--- src/hdl/mem_cfg.svh ---
`ifndef MEM_CFG_SVH
`define MEM_CFG_SVH

// one data word
`define MEM_DATA_W 8

// full address, top bit picks the bank
`define MEM_ADDR_W 12

// number of RAM banks behind the decoder
`define MEM_BANKS 2

// address width inside one bank
`define MEM_BANK_AW (`MEM_ADDR_W - 1)

// words per bank and over the whole space
`define MEM_BANK_DEPTH (1 << `MEM_BANK_AW)
`define MEM_DEPTH (`MEM_BANKS * `MEM_BANK_DEPTH)

`endif

--- src/hdl/mem_pkg.sv ---
`include "mem_cfg.svh"

package mem_pkg;

  // decoded operation for one sampled request
  // a collision keeps the write and drops the read
  typedef enum logic [1:0] {
    opIdle    = 2'd0,
    opRead    = 2'd1,
    opWrite   = 2'd2,
    opCollide = 2'd3
  } memOp_e;

  // request from the outside world, strobes are active-high levels
  typedef struct packed {
    logic [`MEM_ADDR_W-1:0] addr;
    logic [`MEM_DATA_W-1:0] wrData;
    logic                   rdStrobe;
    logic                   wrStrobe;
  } memReq_t;

  // response, every flag is a one-cycle pulse
  typedef struct packed {
    logic [`MEM_DATA_W-1:0] rdData;
    logic                   valid;
    logic                   uninit;
    logic                   collide;
  } memRsp_t;

  // decoder to bank bundle
  typedef struct packed {
    logic [`MEM_BANK_AW-1:0] bankAddr;
    logic [`MEM_DATA_W-1:0]  wrData;
    logic                    wrEn;
    logic                    rdEn;
  } bankPort_t;

endpackage

--- src/hdl/memDecoder.sv ---
`include "mem_cfg.svh"

// strobe decode, bank steering and response build
module memDecoder (
  input  logic                   _OE,
  input  logic                   rstN,
  input  mem_pkg::memReq_t       req,
  output mem_pkg::bankPort_t     bank0,
  output mem_pkg::bankPort_t     bank1,
  input  logic [`MEM_DATA_W-1:0] rdData0,
  input  logic [`MEM_DATA_W-1:0] rdData1,
  output logic                   markEn,
  output logic                   checkEn,
  input  logic                   uninit,
  output mem_pkg::memRsp_t       rsp
);

  mem_pkg::memOp_e op;
  mem_pkg::memOp_e opQ;

  logic bankSel;
  logic bankSelQ;
  logic doWrite;
  logic doRead;
  logic rdValid;

  // classify the sampled strobes, write wins on a collision
  always_comb begin
    case ({req.wrStrobe, req.rdStrobe})
      2'b01:   op = mem_pkg::opRead;
      2'b10:   op = mem_pkg::opWrite;
      2'b11:   op = mem_pkg::opCollide;
      default: op = mem_pkg::opIdle;
    endcase
  end

  assign doWrite = (op == mem_pkg::opWrite) || (op == mem_pkg::opCollide);
  assign doRead  = (op == mem_pkg::opRead);
  assign bankSel = req.addr[`MEM_ADDR_W-1];

  // both banks see address and data, only the selected one gets an enable
  always_comb begin
    bank0.bankAddr = req.addr[`MEM_BANK_AW-1:0];
    bank0.wrData   = req.wrData;
    bank0.wrEn     = doWrite && !bankSel;
    bank0.rdEn     = doRead && !bankSel;

    bank1.bankAddr = req.addr[`MEM_BANK_AW-1:0];
    bank1.wrData   = req.wrData;
    bank1.wrEn     = doWrite && bankSel;
    bank1.rdEn     = doRead && bankSel;
  end

  // tracker marks every performed write and checks every read
  assign markEn  = doWrite;
  assign checkEn = doRead;

  // response stage, lines up with the bank read register
  always_ff @(posedge _OE) begin
    if (!rstN) begin
      opQ      <= mem_pkg::opIdle;
      bankSelQ <= 1'b0;
    end else begin
      opQ      <= op;
      bankSelQ <= bankSel;
    end
  end

  assign rdValid = (opQ == mem_pkg::opRead);

  always_comb begin
    rsp.rdData  = bankSelQ ? rdData1 : rdData0;
    rsp.valid   = rdValid;
    rsp.uninit  = rdValid && uninit;
    rsp.collide = (opQ == mem_pkg::opCollide);
  end

endmodule

--- config.mk ---
export PLATFORM = sky130hd
export DESIGN_NAME = memDecoder
export DESIGN_NICKNAME = d
export VERILOG_FILES = /design/src/hdl/mem_pkg.sv /design/src/hdl/memDecoder.sv
export VERILOG_INCLUDE_DIRS = /design/src /design/src/hdl
export SDC_FILE = /design/constraint.sdc
export NUM_CORES = 1
export LEC_CHECK = 0
export BUFFER_PORTS_ARGS = -buffer_cell sky130_fd_sc_hd__buf_2
export CAP_MARGIN = 40
export CORE_ASPECT_RATIO = 1.75
export CORE_UTILIZATION = 24
export CTS_CLUSTER_SIZE = 20
export DETAILED_ROUTE_END_ITERATION = 8
export PLACE_DENSITY = 0.84
export SYNTH_ARGS = -nofsm -noshare
export SYNTH_HDL_FRONTEND = slang
export SYNTH_SLANG_ARGS = --single-unit
--- constraint.sdc ---
create_clock -name _OE -period 0.9 [get_ports _OE]
set_clock_uncertainty 0.1 [all_clocks]
set_input_delay 0.09 -clock _OE [delete_from_list [all_inputs] [get_ports _OE]]
set_output_delay 0.09 -clock _OE [all_outputs]
set_load 0.01 [all_outputs]
==> results.json, run 1 <==
{
  "timing.hold.ws_ps": 13.6,
  "drv_slew": 0,
  "status": "finished with violations",
  "fmax_ghz": 0.778,
  "post_drt_wl_per_cell_um": 11.7,
  "cts_tree": "done",
  "syn_area_per_cell_um2": 8.94,
  "cp_max_fo": 8,
  "critical_path.cell_chain": "mux2_4, buf_6",
  "clk_pin_slew_ps": 40,
  "fin_ws_ps": -385,
  "ios": 96,
  "cts-htree-levels": 1,
  "drive_gt1_frac": 0.815,
  "synth.yosys.seq_area_share": 0.107,
  "cp_data_required_time_ps": 710,
  "drt-total-wl_um": 1040,
  "cp_slowest_cell": "dfxtp_4",
  "crit_buf_inv": 1,
  "drt_first_pass_iters": 1,
  "antenna_cells": 0,
  "cp_top_family": "flip-flops",
  "initialDrtViolationCount": 0,
  "io_buffers": 38,
  "nFillCells": 223,
  "hold_viol": 0,
  "ys_types": 9,
  "overflow": 0,
  "setup_violations": 11,
  "path_class": "flip-flop to output port",
  "antenna_found_initial": 0,
  "grt_pass1_wl_um": 1320,
  "drv_cap": 0,
  "rsz0062_at_grt": "true",
  "start_util": 0.262,
  "max_slew_margin": 0.899,
  "cts_buffers": 3,
  "grt_pass1_vias": 360,
  "die-area_um2": 2550,
  "synth_warnings": 0,
  "final_nets": 107,
  "synth_nets": 104,
  "min_to": "opQ[0]",
  "synth-seq-cells": 3,
  "place.gp.congestion": 0.752,
  "tightest_slew_ps": 151,
  "worstPathArrival_ps": 1090,
  "final_common_cell": "buf_2",
  "viasPerCell": 4.22,
  "placedCellCount": 84,
  "worstHoldStart": "req[1]",
  "cp-end-kind": "output port",
  "die_height_um": 66.1,
  "die_w_um": 38.6,
  "clockBufferDepth": 2,
  "vias": 376,
  "fin_crit_sh": 1.43,
  "violations": "setup timing",
  "critPathMaxStageDelay_ps": 420,
  "synth.cell_area_um2": 563,
  "hold_class": "input port to flip-flop",
  "drc": 0,
  "syn2layout_area_growth_pct": 3.33,
  "antenna_left": 0,
  "pwr_density_cell_nw_per_um2": 1060,
  "cp-start-kind": "flip-flop",
  "min_path_cells": 2,
  "p_leak_nw": 0.320,
  "grt_usage": 0.0770,
  "layout_common_cells": "buf_2 (29), buf_6 (9), mux2_4 (8)",
  "fin_cells": 89,
  "rows": 22,
  "grt_max_degree": 9,
  "fin_crit_ps": 1280,
  "clock-sinks": 3,
  "hpwl_um": 825,
  "core_region_area_um2": 2150,
  "clock-root-buffer": "clkbuf_4",
  "synth_cells": 63,
  "ir_drop_v": 0.000891,
  "power.total_mw": 0.617
}
## through the flow
step	TNS, ps	worst slack [ps]	utilization	instance area [um^2]
4_1_cts	-3540	-398	0.265	568
2_1_floorplan	-336	-41.9	-	564
3_3_place_gp	-1510	-193	0.222	477
5_1_grt	-3760	-422	0.271	582
6_report	-3400	-385	0.271	582
3_5_place_dp	-1690	-222	0.222	477
## registers in the layout, indices dropped and copies added, names as in the netlist
signal    flops
opQ           2
bankSelQ      1
## worst max path at each step
stage	endpoint	slack, ps	depth (start not counted)	startpoint
floorplan	rsp[10]	-40	2	bankSelQ
global placement	rsp[5]	-190	2	bankSelQ
detailed placement	rsp[4]	-220	2	bankSelQ
CTS	rsp[4]	-400	2	bankSelQ
global route	rsp[4]	-420	2	bankSelQ
finish	rsp[4]	-380	2	bankSelQ
## synthesized netlist by cell type
library cell | count | area (um^2)
and2_1 | 5 | 31.3
buf_4 | 39 | 293
mux2_4 | 8 | 120
nor2b_1 | 3 | 18.8
buf_6 | 1 | 11.3
dfxtp_1 | 3 | 60.1
nor3b_1 | 1 | 7.51
clkbuf_1 | 1 | 3.75
and3b_1 | 2 | 17.5
## where the power goes
| part | leakage [nW] | switching [mW] | internal, mW |
|---|---|---|---|
| logic | 0.279 | 0.0793 | 0.155 |
| registers | 0.0261 | 0.0131 | 0.141 |
| clock network | 0.0150 | 0.0630 | 0.166 |
## what timing repair did
item	in CTS	in global routing
hold buffers	1	0
pin swaps	1	0
gates resized for setup	11	3
setup buffers	0	0
endpoints found under the setup margin	11	11
hold endpoints to repair	1	0
## metal layers
layer  global-route usage  part of all wire  wire length, um
met1               0.0246              0.24              249
met2                0.167              0.54              564
met3               0.0337              0.18              189
met4               0.0690             0.037               38
met5                    0                 0                0
## layout make-up
type | count | area (um^2) | share of cell area
clock buffer | 4 | 26.3 | 0.0452
multi-input combinational | 19 | 203 | 0.348
sequential | 3 | 66.3 | 0.114
tap | 24 | 30.0 | 0.0516
timing repair buffer | 39 | 256 | 0.441
## logic make-up (layout without fill, tap and decap cells)
logic type	after synthesis	after routing	synth area share
flops	3	3	0.107
buf+inv	41	43	0.547
simple gates	11	11	0.133
mux	8	8	0.213
Note: power is estimated with default switching activity, not from simulation.
==> inputs of run 2 (changes only) <==
--- a/config.mk
+++ b/config.mk
@@ -6,13 +6,14 @@
 export SDC_FILE = /design/constraint.sdc
 export NUM_CORES = 1
 export LEC_CHECK = 0
-export BUFFER_PORTS_ARGS = -buffer_cell sky130_fd_sc_hd__buf_2
 export CAP_MARGIN = 40
-export CORE_ASPECT_RATIO = 1.75
-export CORE_UTILIZATION = 24
+export CORE_AREA = 2 2 39 41
+export CTS_BUF_LIST = sky130_fd_sc_hd__clkbuf_4 sky130_fd_sc_hd__clkbuf_8 sky130_fd_sc_hd__clkbuf_16
 export CTS_CLUSTER_SIZE = 20
 export DETAILED_ROUTE_END_ITERATION = 8
-export PLACE_DENSITY = 0.84
+export DIE_AREA = 0 0 41 43
+export DONT_BUFFER_PORTS = 1
+export PLACE_DENSITY = 0.68
 export SYNTH_ARGS = -nofsm -noshare
 export SYNTH_HDL_FRONTEND = slang
 export SYNTH_SLANG_ARGS = --single-unit
==> run 2 against run 1 <==
  * The run still ends with setup timing left
  * Utilization is 0.88 points lower
  * Non-clock buffer count down 35
  * Critical endpoint is now rsp[8]
  * Critical path depth is 1 lower
  * Routed wire length fell by 39%
  * Via count is 36% lower
  * Power decreased by 15%
  * Sequential share of layout area grew 6.9 points
  * Clock power is 14% higher
  * Cell area fell by 38%
  * Worst setup slack improved by 110 ps
  * Critical path type unchanged
==> results.json, run 2 (synthesis gave the netlist of run 1 again) <==
{
  "largest_reg_flops": 2,
  "clock-sinks": 3,
  "pwr_density_cell_nw_per_um2": 1450,
  "vias": 242,
  "drc": 0,
  "ir_drop_v": 0.000871,
  "drv_slew": 0,
  "route.met3.wl_um": 182,
  "timing.hold.ws_ps": 80.0,
  "cp_max_fo": 8,
  "antenna_found_initial": 0,
  "violations": "setup timing",
  "cp_slowest_cell": "dfxtp_4",
  "rsz0062_at_grt": "true",
  "grt_usage": 0.0691,
  "fin_crit_sh": 1.30,
  "io_buffers": 0,
  "drt_first_pass_iters": 1,
  "hpwl_um": 496,
  "rows": 14,
  "reg_top3": "opQ (2), bankSelQ (1)",
  "status": "finished with violations",
  "syn2layout_area_growth_pct": -35.6,
  "cts-htree-levels": 1,
  "drt-total-wl_um": 639,
  "core_region_area_um2": 1380,
  "tightest_slew_ps": 362,
  "hold_class": "input port to output port",
  "p_leak_nw": 0.161,
  "drive_gt1_frac": 0.600,
  "cts_buffers": 3,
  "critical_path.cell_chain": "mux2_4",
  "grt_pass1_vias": 227,
  "final_common_cell": "mux2_4",
  "utilization": 0.262,
  "initialDrtViolationCount": 0,
  "post_drt_wl_per_cell_um": 13.9,
  "path_class": "flip-flop to output port",
  "nFillCells": 144,
  "max_slew_margin": 0.758,
  "crit_buf_inv": 0,
  "clockBufferDepth": 2,
  "overflow": 0,
  "clock-root-buffer": "clkbuf_4",
  "dr_wl_met2_um": 309,
  "top_layer": "met4",
  "drv_cap": 0,
  "postCtsSetupBuffers": 0,
  "critPathMaxStageDelay_ps": 420,
  "hold_viol": 0,
  "power.total_mw": 0.526,
  "place.gp.congestion": 0.685,
  "layout_common_cells": "mux2_4 (8), and2_1 (4), clkbuf_4 (4), dlygate4sd3_1 (4)",
  "cp-end-kind": "output port",
  "antenna_cells": 0,
  "fmax_ghz": 0.855,
  "clk_pin_slew_ps": 40,
  "cp-start-kind": "flip-flop",
  "grt_pass1_wl_um": 779,
  "fin_cells": 46,
  "die_height_um": 43,
  "fin_crit_ps": 1170,
  "antenna_left": 0,
  "final_nets": 72,
  "regMostFlops": "opQ",
  "placedCellCount": 38,
  "worstPathArrival_ps": 980,
  "cp_data_required_time_ps": 710,
  "viasPerCell": 5.26,
  "cp_top_family": "flip-flops",
  "setup_violations": 11,
  "die_w_um": 41,
  "grt_max_degree": 9,
  "fin_ws_ps": -270,
  "wl_met1_um": 124,
  "cts_tree": "done",
  "die-area_um2": 1760,
  "ios": 96,
  "start_util": 0.407
}
==> run 2: changes by cell type in the layout (fill, tap and decap cells not counted), sizes merged <==
cell	delta
buf	-38
dlygate4sd3	+3
==> run 2: final cells by class <==
class	instances	area (um^2)	area share
Clock buffer	4	30.0	0.0828
Multi-Input combinational cell	19	206	0.569
Sequential cell	3	66.3	0.183
Tap cell	16	20.0	0.0552
Timing Repair Buffer	4	40.0	0.110
==> run 2: stage by stage <==
step,setup slack [ps],area (um^2),TNS [ps]
floorplan,-41.9,564,-336
finish,-270,363,-2280
detailed placement,-96.5,277,-761
global placement,-88.4,277,-699
global route,-325,363,-2790
CTS,-283,363,-2410
==> run 2: repair_timing <==
item,CTS,global route
hold buffers,4,0
endpoints found under the hold margin,3,0
pin swaps,1,0
resized for setup,7,0
setup endpoints to repair,11,11
==> run 2: power by group <==
group	switching [mW]	internal [mW]	total [mW]
logic	0.0404	0.0705	0.111
clock network	0.0647	0.196	0.261
registers	0.0132	0.141	0.154
total	0.118	0.407	0.526
==> run 2: worst paths after layout <==
path,end,slack (ps),cells after the start,startpoint
worst max-delay path,rsp[8],-270,1,bankSelQ
worst min-delay path,bank0[12],80,0,req[12]
==> run 2: metal layers <==
metal / up-vias / track usage
met4: 0 / 0.0933
met3: 5 / 0.0419
li1: 92 / -
met1: 97 / 0.0319
met2: 48 / 0.116
met5: - / 0
